--- src/common/bp_pkg.sv ---
`default_nettype none

package bp_pkg;

    // ------------------------------
    // angle
    // ------------------------------
    // degrees 0 to 179
    localparam int ANGLE_W = 8;

    typedef logic [ANGLE_W-1:0] angle_t;

    // scan mode and direction thresholds
    localparam angle_t ANGLE_45 = angle_t'(45);
    localparam angle_t ANGLE_90 = angle_t'(90);
    localparam angle_t ANGLE_135 = angle_t'(135);

    // ------------------------------
    // filtered data and addressing
    // ------------------------------
    localparam int DATA_W = 12;
    // addresses wrap modulo 1024
    localparam int S_W = 10;
    localparam int ACCU_W = 12;

    typedef logic signed [DATA_W-1:0] sample_t;
    typedef logic [S_W-1:0] s_addr_t;

    // ------------------------------
    // partitioning and line sizes
    // ------------------------------
    // one tap per pe partition
    localparam int N_PART = 4;
    // lines per angle
    localparam int PART_SIZE = 4;
    // samples per line
    localparam int FILL_LEN = 8;
    // tap windows per line
    localparam int SHIFT_LEN = FILL_LEN - N_PART + 1;

    // counter widths
    localparam int LINE_W = $clog2(PART_SIZE);
    localparam int FILL_IDX_W = $clog2(FILL_LEN);
    localparam int WIN_W = $clog2(SHIFT_LEN);

    // scan encodings for the pes
    localparam logic SCAN_MODE_X = 1'b0;
    localparam logic SCAN_MODE_Y = 1'b1;
    localparam logic SCAN_DIR_FWD = 1'b0;
    localparam logic SCAN_DIR_REV = 1'b1;

    // ------------------------------
    // bundles
    // ------------------------------
    // tap 0 is the oldest sample of the window
    typedef struct packed {
        sample_t [N_PART-1:0] tap;
    } pe_taps_t;

    // pe control word
    typedef struct packed {
        logic reset;
        logic kick;
        logic en;
        logic scan_mode;
        logic scan_direction;
    } pe_ctrl_t;

    // per-angle accumulator constants
    typedef struct packed {
        logic [ACCU_W-1:0] sh_accu_base;
        logic [ACCU_W-1:0] mp_accu_part;
        logic [ACCU_W-1:0] mp_accu_base;
    } accu_lut_t;

endpackage

`default_nettype wire

--- src/rtl/bp_accu_lut.sv ---
`default_nettype none

module bp_accu_lut (
    input  logic              clk,
    input  bp_pkg::angle_t    angle,
    output bp_pkg::accu_lut_t lut
);
    import bp_pkg::*;

    // stand-in for the trig tables, same one-cycle access
    logic [ACCU_W-1:0] sh_base;
    logic [ACCU_W-1:0] mp_part;
    logic [ACCU_W-1:0] mp_base;

    // ------------------------------
    // table contents
    // ------------------------------
    always_comb
    begin
        // angle mod 8, plus 1
        sh_base = ACCU_W'(angle[2:0]) + ACCU_W'(1);
        // twice the angle
        mp_part = ACCU_W'({angle, 1'b0});
        // angle mod 4, plus 1
        mp_base = ACCU_W'(angle[1:0]) + ACCU_W'(1);
    end

    // registered read
    always_ff @(posedge clk)
    begin
        lut.sh_accu_base <= sh_base;
        lut.mp_accu_part <= mp_part;
        lut.mp_accu_base <= mp_base;
    end

endmodule

`default_nettype wire

--- src/swap_control/bp_swappable.sv ---
`default_nettype none

module bp_swappable (
    input  logic                      clk,
    input  logic                      reset_n,
    // from swap control
    input  logic [bp_pkg::ACCU_W-1:0] mp_accu_init,
    input  logic [bp_pkg::ACCU_W-1:0] sh_accu_base,
    input  logic                      swap_ack,
    input  logic                      next_itr_ack,
    // filtered RAM data, one cycle after its address
    input  bp_pkg::sample_t           fr_val,
    // status to swap control
    output logic                      swap,
    output logic                      next_itr,
    output logic                      pe_en,
    // filtered RAM address
    output bp_pkg::s_addr_t           fr_s_val,
    output bp_pkg::pe_taps_t          pe_taps
);
    import bp_pkg::*;

    typedef enum logic [1:0] {
        SW_IDLE,
        SW_FILL,
        SW_FULL,
        SW_SHIFT
    } sw_state_t;

    sw_state_t state;

    // address issue side
    logic issuing;
    logic [FILL_IDX_W-1:0] fill_cnt;
    logic [ACCU_W-1:0] s_accu;
    // capture side, one cycle behind issue
    logic cap_vld;
    logic [FILL_IDX_W-1:0] cap_idx;
    // window pointer while shifting
    logic [WIN_W-1:0] win;

    sample_t line_buf [FILL_LEN];

    assign next_itr = (state == SW_IDLE);
    assign swap = (state == SW_FULL);
    assign pe_en = (state == SW_SHIFT);
    assign fr_s_val = s_accu[S_W-1:0];

    // ------------------------------
    // sequencing
    // ------------------------------
    always_ff @(posedge clk)
    begin
        if (!reset_n)
        begin
            state <= SW_IDLE;
            issuing <= 1'b0;
            fill_cnt <= '0;
            cap_vld <= 1'b0;
            win <= '0;
        end
        else
        begin
            cap_vld <= issuing;
            case (state)
                SW_IDLE:
                    if (next_itr_ack)
                    begin
                        state <= SW_FILL;
                        issuing <= 1'b1;
                        fill_cnt <= '0;
                    end
                SW_FILL:
                begin
                    if (issuing)
                    begin
                        fill_cnt <= fill_cnt + 1'b1;
                        if (fill_cnt == FILL_IDX_W'(FILL_LEN - 1))
                            issuing <= 1'b0;
                    end
                    // full once the last sample lands
                    if (cap_vld && cap_idx == FILL_IDX_W'(FILL_LEN - 1))
                        state <= SW_FULL;
                end
                SW_FULL:
                    if (swap_ack)
                    begin
                        state <= SW_SHIFT;
                        win <= '0;
                    end
                SW_SHIFT:
                    if (win == WIN_W'(SHIFT_LEN - 1))
                        state <= SW_IDLE;
                    else
                        win <= win + 1'b1;
                default:
                    state <= SW_IDLE;
            endcase
        end
    end

    // address k = init + k * base, low bits only
    always_ff @(posedge clk)
    begin
        if (state == SW_IDLE && next_itr_ack)
            s_accu <= mp_accu_init;
        else if (issuing)
            s_accu <= s_accu + sh_accu_base;
        cap_idx <= fill_cnt;
        if (cap_vld)
            line_buf[cap_idx] <= fr_val;
    end

    // ------------------------------
    // tap window
    // ------------------------------
    // window j holds samples j to j + N_PART - 1
    always_comb
    begin
        for (int i = 0; i < N_PART; i++)
            pe_taps.tap[i] = line_buf[FILL_IDX_W'(int'(win) + i)];
    end

    a_swap_ack_full: assert property (@(posedge clk) disable iff (!reset_n)
        swap_ack |-> swap)
        else $error("swap ack while not full");

    a_itr_ack_idle: assert property (@(posedge clk) disable iff (!reset_n)
        next_itr_ack |-> next_itr)
        else $error("next itr ack while busy");

endmodule

`default_nettype wire

--- src/swap_control/bp_swap_control.sv ---
`default_nettype none

module bp_swap_control (
    input  logic                      clk,
    input  logic                      reset_n,
    // filtered RAM side
    input  bp_pkg::angle_t            fr_angle,
    input  logic                      fr_next_angle_ack,
    // constants for the current angle
    input  bp_pkg::accu_lut_t         lut,
    // status from the swappables
    input  logic                      sw0_swap,
    input  logic                      sw1_swap,
    input  logic                      sw0_next_itr,
    input  logic                      sw1_next_itr,
    input  logic                      sw0_pe_en,
    input  logic                      sw1_pe_en,
    input  bp_pkg::pe_taps_t          sw0_taps,
    input  bp_pkg::pe_taps_t          sw1_taps,
    // acks to the swappables
    output logic                      sw0_swap_ack,
    output logic                      sw1_swap_ack,
    output logic                      sw0_next_itr_ack,
    output logic                      sw1_next_itr_ack,
    output logic [bp_pkg::ACCU_W-1:0] mp_accu_init,
    output logic [bp_pkg::ACCU_W-1:0] sh_accu_base,
    // angle request
    output logic                      fr_next_angle,
    // pe side
    output bp_pkg::pe_ctrl_t          pe_ctrl,
    output bp_pkg::pe_taps_t          pe_taps
);
    import bp_pkg::*;

    typedef enum logic [2:0] {
        ST_READY,
        ST_SETUP,
        ST_FILL,
        ST_FILL_AND_SHIFT,
        ST_SHIFT
    } state_t;

    state_t state;
    state_t next_state;

    // sw_sel picks the filling side, the other one shifts
    logic sw_sel;
    logic [LINE_W-1:0] line_cnt;

    // init of the line after the one being started
    logic [ACCU_W-1:0] mp_accu;
    logic [ACCU_W-1:0] mp_accu_base;
    logic scan_mode;
    logic scan_direction;

    // a = filling side, b = shifting side
    logic swa_swap;
    logic swa_next_itr;
    logic swb_next_itr;
    logic swa_next_itr_ack;
    logic swb_next_itr_ack;
    logic swap_ack;
    logic has_next_itr;

    // ------------------------------
    // ping-pong demux
    // ------------------------------
    assign swa_swap = sw_sel ? sw1_swap : sw0_swap;
    assign swa_next_itr = sw_sel ? sw1_next_itr : sw0_next_itr;
    assign swb_next_itr = sw_sel ? sw0_next_itr : sw1_next_itr;

    // swap once the filled side meets an idle partner
    assign swap_ack = (state == ST_FILL || state == ST_FILL_AND_SHIFT) &&
                      swa_swap && swb_next_itr;
    // first line of an angle
    assign swa_next_itr_ack = (state == ST_SETUP) && swa_next_itr;
    // later lines go to the side that just went idle
    assign swb_next_itr_ack = swap_ack && has_next_itr;
    assign has_next_itr = (line_cnt != LINE_W'(PART_SIZE - 1));

    assign sw0_next_itr_ack = sw_sel ? swb_next_itr_ack : swa_next_itr_ack;
    assign sw1_next_itr_ack = sw_sel ? swa_next_itr_ack : swb_next_itr_ack;
    assign sw0_swap_ack = sw_sel ? 1'b0 : swap_ack;
    assign sw1_swap_ack = sw_sel ? swap_ack : 1'b0;

    // line 0 takes the look-up value directly, later lines the stepped one
    assign mp_accu_init = (state == ST_SETUP) ? lut.mp_accu_part : mp_accu;

    assign fr_next_angle = (state == ST_READY) || (state == ST_SHIFT && swb_next_itr);

    // ------------------------------
    // FSM
    // ------------------------------
    always_comb
    begin
        next_state = state;
        case (state)
            ST_READY:
                if (fr_next_angle_ack)
                    next_state = ST_SETUP;
            ST_SETUP:
                if (swa_next_itr)
                    next_state = ST_FILL;
            ST_FILL:
                if (swap_ack)
                    next_state = has_next_itr ? ST_FILL_AND_SHIFT : ST_SHIFT;
            ST_FILL_AND_SHIFT:
                if (swap_ack && !has_next_itr)
                    next_state = ST_SHIFT;
            // last line shifting, request may be acked straight away
            ST_SHIFT:
                if (swb_next_itr)
                    next_state = fr_next_angle_ack ? ST_SETUP : ST_READY;
            default:
                next_state = ST_READY;
        endcase
    end

    always_ff @(posedge clk)
    begin
        if (!reset_n)
        begin
            state <= ST_READY;
            sw_sel <= 1'b0;
            line_cnt <= '0;
            scan_mode <= SCAN_MODE_X;
            scan_direction <= SCAN_DIR_FWD;
        end
        else
        begin
            state <= next_state;
            if (swap_ack)
                sw_sel <= !sw_sel;
            if (state == ST_SETUP)
                line_cnt <= '0;
            else if (swap_ack)
                line_cnt <= line_cnt + 1'b1;
            // x below 45 or from 135 up, reverse from 90 up
            if (state == ST_SETUP)
            begin
                if (fr_angle < ANGLE_45 || fr_angle >= ANGLE_135)
                    scan_mode <= SCAN_MODE_X;
                else
                    scan_mode <= SCAN_MODE_Y;
                if (fr_angle < ANGLE_90)
                    scan_direction <= SCAN_DIR_FWD;
                else
                    scan_direction <= SCAN_DIR_REV;
            end
        end
    end

    // mapper accumulator, steps down by base each line
    always_ff @(posedge clk)
    begin
        if (state == ST_SETUP)
        begin
            mp_accu <= lut.mp_accu_part - lut.mp_accu_base;
            mp_accu_base <= lut.mp_accu_base;
            sh_accu_base <= lut.sh_accu_base;
        end
        else if (swap_ack)
            mp_accu <= mp_accu - mp_accu_base;
    end

    // ------------------------------
    // pe outputs
    // ------------------------------
    always_comb
    begin
        pe_ctrl.reset = swa_next_itr_ack;
        pe_ctrl.kick = swap_ack;
        pe_ctrl.en = sw_sel ? sw0_pe_en : sw1_pe_en;
        pe_ctrl.scan_mode = scan_mode;
        pe_ctrl.scan_direction = scan_direction;
    end

    // taps from the shifting side
    assign pe_taps = sw_sel ? sw0_taps : sw1_taps;

    // checks
    a_swap_ack_excl: assert property (@(posedge clk) disable iff (!reset_n)
        !(sw0_swap_ack && sw1_swap_ack))
        else $error("both swap acks high");

    a_angle_ack_req: assert property (@(posedge clk) disable iff (!reset_n)
        fr_next_angle_ack |-> fr_next_angle)
        else $error("angle ack without request");

    a_state_legal: assert property (@(posedge clk) disable iff (!reset_n)
        state inside {ST_READY, ST_SETUP, ST_FILL, ST_FILL_AND_SHIFT, ST_SHIFT})
        else $error("illegal state %0d", state);

endmodule

`default_nettype wire

--- src/rtl/bp_processing.sv ---
`default_nettype none

module bp_processing (
    input  logic              clk,
    input  logic              reset_n,
    // filtered RAM side
    input  bp_pkg::angle_t    fr_angle,
    input  logic              fr_next_angle_ack,
    input  bp_pkg::sample_t   fr0_val,
    input  bp_pkg::sample_t   fr1_val,
    output logic              fr_next_angle,
    output bp_pkg::s_addr_t   fr0_s_val,
    output bp_pkg::s_addr_t   fr1_s_val,
    // pe side
    output bp_pkg::pe_ctrl_t  pe_ctrl,
    output bp_pkg::pe_taps_t  pe_taps
);
    import bp_pkg::*;

    accu_lut_t lut;
    logic [ACCU_W-1:0] mp_accu_init;
    logic [ACCU_W-1:0] sh_accu_base;

    // swappable handshakes
    logic sw0_swap;
    logic sw1_swap;
    logic sw0_next_itr;
    logic sw1_next_itr;
    logic sw0_pe_en;
    logic sw1_pe_en;
    logic sw0_swap_ack;
    logic sw1_swap_ack;
    logic sw0_next_itr_ack;
    logic sw1_next_itr_ack;
    pe_taps_t sw0_taps;
    pe_taps_t sw1_taps;

    // ------------------------------
    // look-up and control
    // ------------------------------
    bp_accu_lut u_accu_lut (
        .clk   (clk),
        .angle (fr_angle),
        .lut   (lut)
    );

    bp_swap_control u_swap_control (
        .clk               (clk),
        .reset_n           (reset_n),
        .fr_angle          (fr_angle),
        .fr_next_angle_ack (fr_next_angle_ack),
        .lut               (lut),
        .sw0_swap          (sw0_swap),
        .sw1_swap          (sw1_swap),
        .sw0_next_itr      (sw0_next_itr),
        .sw1_next_itr      (sw1_next_itr),
        .sw0_pe_en         (sw0_pe_en),
        .sw1_pe_en         (sw1_pe_en),
        .sw0_taps          (sw0_taps),
        .sw1_taps          (sw1_taps),
        .sw0_swap_ack      (sw0_swap_ack),
        .sw1_swap_ack      (sw1_swap_ack),
        .sw0_next_itr_ack  (sw0_next_itr_ack),
        .sw1_next_itr_ack  (sw1_next_itr_ack),
        .mp_accu_init      (mp_accu_init),
        .sh_accu_base      (sh_accu_base),
        .fr_next_angle     (fr_next_angle),
        .pe_ctrl           (pe_ctrl),
        .pe_taps           (pe_taps)
    );

    // ------------------------------
    // ping-pong line buffers
    // ------------------------------
    bp_swappable u_sw0 (
        .clk          (clk),
        .reset_n      (reset_n),
        .mp_accu_init (mp_accu_init),
        .sh_accu_base (sh_accu_base),
        .swap_ack     (sw0_swap_ack),
        .next_itr_ack (sw0_next_itr_ack),
        .fr_val       (fr0_val),
        .swap         (sw0_swap),
        .next_itr     (sw0_next_itr),
        .pe_en        (sw0_pe_en),
        .fr_s_val     (fr0_s_val),
        .pe_taps      (sw0_taps)
    );

    bp_swappable u_sw1 (
        .clk          (clk),
        .reset_n      (reset_n),
        .mp_accu_init (mp_accu_init),
        .sh_accu_base (sh_accu_base),
        .swap_ack     (sw1_swap_ack),
        .next_itr_ack (sw1_next_itr_ack),
        .fr_val       (fr1_val),
        .swap         (sw1_swap),
        .next_itr     (sw1_next_itr),
        .pe_en        (sw1_pe_en),
        .fr_s_val     (fr1_s_val),
        .pe_taps      (sw1_taps)
    );

endmodule

`default_nettype wire

--- config.mk ---
export PLATFORM = sky130hd
export DESIGN_NAME = bp_processing
export DESIGN_NICKNAME = d
export VERILOG_FILES = /design/src/common/bp_pkg.sv /design/src/rtl/bp_accu_lut.sv /design/src/swap_control/bp_swappable.sv /design/src/swap_control/bp_swap_control.sv /design/src/rtl/bp_processing.sv
export SDC_FILE = /design/constraint.sdc
export NUM_CORES = 1
export LEC_CHECK = 0
export ABC_AREA = 1
export BUFFER_PORTS_ARGS = -buffer_cell sky130_fd_sc_hd__buf_2
export CAP_MARGIN = 15
export CORE_MARGIN = 10
export CORE_UTILIZATION = 40
export DETAILED_ROUTE_END_ITERATION = 10
export HOLD_SLACK_MARGIN = 0.12
export PLACE_DENSITY = 0.61
export SETUP_SLACK_MARGIN = 0.05
export SYNTH_ARGS = -nofsm -noshare
export SYNTH_HDL_FRONTEND = slang
export SYNTH_SLANG_ARGS = --single-unit
--- constraint.sdc ---
create_clock -name clk -period 3.1 [get_ports clk]
set_clock_uncertainty 0.05 [all_clocks]
set_input_delay 0.155 -clock clk [delete_from_list [all_inputs] [get_ports clk]]
set_output_delay 0.155 -clock clk [all_outputs]
set_load 0.01 [all_outputs]
## Word-level counts from Yosys, hierarchy flattened

Memory sizes are Yosys's and may differ from the RTL's. A register that Yosys moved wholly into a read port is not among the register bits.
Cells that the tools add are included.

- Register bits: 126
- Bits in writable memories: 192
- Input bits: 35
- Output and inout port bits: 74
- Logic and storage cells: 181
- Memories kept: 2

- $add $sub $neg: 17
- Order comparisons: 3
- Equal/unequal tests: 34
- Mux-type cells: 64
- Bitwise gates (word level): 1
- Reductions and logical operators: 35

Memory list:

| memory | depth | width | read ports | clocked after memory_dff | wr ports | line | text |
|---|---|---|---|---|---|---|---|
| u_sw0.line_buf | 8 | 12 | 4 | 1 | 1 | bp_swappable.sv:42 | `sample_t line_buf [FILL_LEN];` |
| u_sw1.line_buf | 8 | 12 | 4 | 1 | 1 | bp_swappable.sv:42 |  |

Operator list:

| operator | number |
|---|---|
| $mux 12 | 7 |
| $mux 3 | 18 |
| $mux 48 | 1 |
| $add 12x12->12 | 2 |
| $pmux 3 s2 | 4 |
| $ne 2x1->1 const B | 11 |
| $eq 3x3->1 const B | 7 |
| $mux 1 | 21 |
| $add 3x1->3 const B | 6 |
| $mux 2 | 8 |
| $pmux 2 s4 | 2 |
| $pmux 3 s5 | 1 |
| $ne 2x2->1 const B | 7 |
| $reduce_bool 2->1 | 7 |
| $add 3x2->3 const B | 4 |
| $reduce_and 3->1 | 4 |
| $sub 12x12->12 | 1 |
| $sub 9x12->12 | 1 |
| $logic_and 1x1->1 | 10 |
| $eq 2x2->1 const B | 4 |
| $ge 8x8->1 const B | 1 |
| $lt 8x6->1 const B | 1 |
| $lt 8x7->1 const B | 1 |
| $reduce_and 4->1 | 2 |
| 15 further kinds | 23 |

## Longest topological paths before layout

- Depth in word-level cells: 9
- Mapped depth: 14
- Gate-level depth less buffers: 12

## Modules after synthesis

From an unflattened synthesis, not the netlist that was laid out.

- Cell total of the unflattened synthesis: 2448
- Area total of the unflattened synthesis: 19308.5 um2

Modules (own cells, without submodules):

| module | times used | cells an instance | area an instance (um2) | seq. area each (um2) |
|---|---|---|---|---|
| bp_swappable (u_sw0) | 1 | 894 | 7494.7 | 3503.4 |
| bp_swappable (u_sw1) | 1 | 894 | 7444.6 | 3503.4 |
| bp_swap_control | 1 | 614 | 3887.5 | 1241.2 |
| bp_accu_lut | 1 | 46 | 481.7 | 260.2 |

## Worst setup path after synthesis

Ideal clock, no wire load.

- Path type: reg2out
- Start: register u_sw0.win[0]
- End: output pe_taps[16] (netlist name)
- Arrival: 2.177 ns
- Data required time: 2.895 ns
- Slack: 0.718 ns
- Cell stages (with the launch flop): 12
- Buffers on the path: 6
- Cell sequence: dfxtp_1 > buf_2 > inv_2 > buf_2 > buf_2 > ha_1 > buf_2 > inv_1 > buf_2 > clkbuf_1 > o211ai_1 > a31oi_1

RTL lines:

| item | line | text |
|---|---|---|
| start, declared | bp_swappable.sv:40 | `logic [WIN_W-1:0] win;` |
| start signal, assigned | bp_swappable.sv:95 | `win <= win + 1'b1;` |
| end, declared | bp_processing.sv:16 | `output bp_pkg::pe_taps_t pe_taps` |

==> impl_results.md <==
- First-pass GRT wire length: 83400 µm
- FFs w/ async S/R, synth: 0%
- Outcome: complete, no violations
- Synth warn: 0
- Int Pwr: 8.89 mW
- Die height: 226 µm
- Clock tree buffer depth: 3
- WL met3: 4440 µm
- Net Sw Power: 6.18 mW
- Crit end category: output pin
- CTS H-tree depth: 2
- Unrepaired setup endpoints after global routing: yes
- Synth area leader: edfxtp_1
- Fin cells: 2786
- Number of synthesized flops with an enable pin: 227
- Final WL: 54800 µm
- Area contributors post-synth: edfxtp_1 (40%), o21ai_0 (12%), nand2_1 (10%), dfxtp_1 (6.3%), a21oi_1 (5.4%)
- Worst Path Max Fanout: 146
- Number of port buffers: 108
- Total number of vias: 15.7k
- Hold Startpoint: fr_angle[0]
- Layout cell share with drive strength beyond 1: 12.0%
- Setup TNS: 0 ns
- Clk pwr share: 26.9%
- Die width: 226 µm
- Worst path arrival time: 2.74 ns
- Critical-path top delay cell: dfxtp_4
- DRT met1 WL: 23200 µm
- Core box area: 0.0419 mm²
- Synthesized area per cell: 7.93 µm²
- Synthesized Nets: 2206
- Largest net degree at the start of global routing: 147
- I/O Pins: 109
- Post-layout min period: 2.94 ns
- Fmax achieved: 0.340 GHz
- Combinational Power Share: 40.2%
- Most common cell on crit path: o21ai_0
- Final ANT Viol Nets: 0
- Most common cell after layout, fill and taps aside: nand2_1
- CTS tree: built
- Avg WL per Cell: 19.7 µm
- Worst-skew pair later-pin latency: 0.55 ns
- Initial Util: 40.4%
- # diodes: 0
- Post-CTS setup buffers: 0
- Hold Vio Cnt, Final: 0
- Most frequent cells in the layout: nand2_1 (464), o21ai_0 (396), edfxtp_1 (227), a21oi_1 (183), inv_1 (177)
- DR top layer: met5
- GPL Wtd Cong: 0.896
- DRT Pass-1 Iters: 6
- Critical path class: reg -> out
- Pwr dens: 776 mW/mm²
- Area grow syn2layout: 14.8%
- FF+latch area: 0.00789 mm²
- Post-DP HPWL: 38300 µm
- Peak supply drop: 0.590 mV
- Root buf cell: clkbuf_16
- Via density: 5.64
- Total Routing Usage GR: 21.1%
- GRT Residual Overflow: 0
- Final instance area: 0.0194 mm²
- Vias in the first global route: 14.4k
- Setup violators final: 0
- Yosys cell types: 48
- FF-to-FF Start: u_swap_control.sh_accu_base[0]
- Worst Setup SP: u_sw1.win[0]
- Ys flop type: edfxtp_1
- Gate Count Post-Synth: 2131
- Hold_ws: 0.236 ns
- Slew Viols, Final: 0
- Initial antenna violation count: 1
- Die area: 0.0509 mm²
- Leakage: 7.54 nW
- Fin crit share: 94.9%
- Sequential power share: 32.9%
- Slowest stage delay, CP: 0.40 ns
- Filler cell count: 4059
- Slew HR: 32.2%
- Initial DRC count: 1755
- Worst-Margin Slew: 1.02 ns
- Clock slew at reported path FFs: 0.06 ns
- Switch share: 41.0%
- Hold Path Class: in -> reg
- Top cell type's share of synthesized area: 40.3%
- Area of placed instances: 0.0179 mm²
- Multi-input logic area: 0.00769 mm²
- Max-cap viol count: 0
- Seq/Total Area, Yosys: 46.6%
- Syn Std Cell Area: 0.0169 mm²
- Startpoint Class: flip-flop
- Worst path required time: 2.89 ns
- Total CTS buffers: 34
- Number of cell rows: 75
- Placed cells: 2690
- FF+latch count, synth: 280
- Final core utilization: 46.4%
- Final Net Count: 2296
- Residual DRC: 0
- CP Cell Sequence: buf_12 > o21ai_0 > o21ai_0 > nor2_1 > o21ai_1 > o31ai_1 > buf_2
- Number of clock sinks: 280
- Met2 routed WL: 25800 µm
## cell families (layout without fill, tap and decap cells)
family,after synthesis,after routing,synth area share (%)
AO/OA/AOI/OAI,713,713,22.8
XOR/XNOR,14,14,0.859
adder cells (fa/ha/maj),40,40,3.14
buffers and inverters,329,445,8.09
flip-flops,280,280,46.6
multiplexers,2,2,0.118
AND/OR/NAND/NOR,753,753,18.3
## metal layers
layer / vias to the layer above / track usage, %
met5: - / 0
met4: 2 / 6.51
met3: 93 / 4.10
met2: 644 / 34.5
met1: 7437 / 27.6
li1: 7527 / -
## final timing paths
check | endpoint | slack (ns) | cells after the start
worst max-delay path | pe_taps[20] | 0.16 | 7
worst min-delay path | u_accu_lut.lut[13] | 0.24 | 2
worst max register to register | u_sw0.s_accu[8] | 0.72 | 8
worst min register to register | u_sw1.cap_idx[1] | 0.32 | 0
## flip-flops by register name (all words and copies together), names as in the netlist, 4 cells and up, named ones only
register / flops
u_swap_control.sh_accu_base: 4
u_sw1.line_buf: 96
u_sw1.s_accu: 10
u_sw0.line_buf: 96
u_sw0.s_accu: 10
u_accu_lut.lut: 13
u_swap_control.mp_accu: 10
## stage by stage
stage          setup slack (ns)  total power, mW
2_1_floorplan             0.718             9.07
3_3_place_gp              0.594             10.8
3_5_place_dp              0.569             10.9
4_1_cts                  0.0843             15.1
5_1_grt                 0.00463             16.0
6_report                  0.158             15.1
## worst max-delay path, delay by kind of cell (launching register included)
kind	cells	cell delay, ns
AND/OR/NAND/NOR	1	0.06
buffers and inverters	2	0.57
flip-flops	1	0.40
AO/OA/AOI/OAI	4	1.11
## what timing repair did
| action | in CTS | in global routing |
|---|---|---|
| hold buffers | 34 | 0 |
| endpoints found under the hold margin | 231 | 0 |
| setup endpoints to repair | 1 | 5 |
| gates resized for setup | 1 | 5 |
| gates cloned | 0 | 0 |
## synthesized netlist by cell type (11+ instances only)
| cell type | n |
|---|---|
| a31oi_1 | 12 |
| buf_2 | 56 |
| clkbuf_1 | 64 |
| o21ai_0 | 396 |
| nor2_1 | 164 |
| edfxtp_1 | 227 |
| a21oi_1 | 183 |
| o221ai_1 | 11 |
| ha_1 | 36 |
| nand4_1 | 16 |
| inv_1 | 177 |
| inv_2 | 11 |
| nand3_1 | 82 |
| dfxtp_1 | 53 |
| o21ai_1 | 26 |
| nand2_1 | 464 |
| o211ai_1 | 58 |
## power groups by stage
stage | Sequential (mW) | Clock (mW) | Combinational (mW)
6_report | 4.95 | 4.05 | 6.06
5_1_grt | 5.01 | 4.27 | 6.73
4_1_cts | 4.94 | 4.13 | 5.99
3_5_place_dp | 5.02 | 0 | 5.92
3_3_place_gp | 5.01 | 0 | 5.79
2_1_floorplan | 4.89 | 0 | 4.18
## final cells by class
type                            instances  area share (%)
Clock buffer                           40            4.60
Clock inverter                         22            1.22
Inverter                              189            3.68
Multi-Input combinational cell       1522            39.7
Sequential cell                       280            40.6
Tap cell                              539            3.48
Timing Repair Buffer                  194            6.72
No activity file was read; power rests on OpenSTA's default activity.
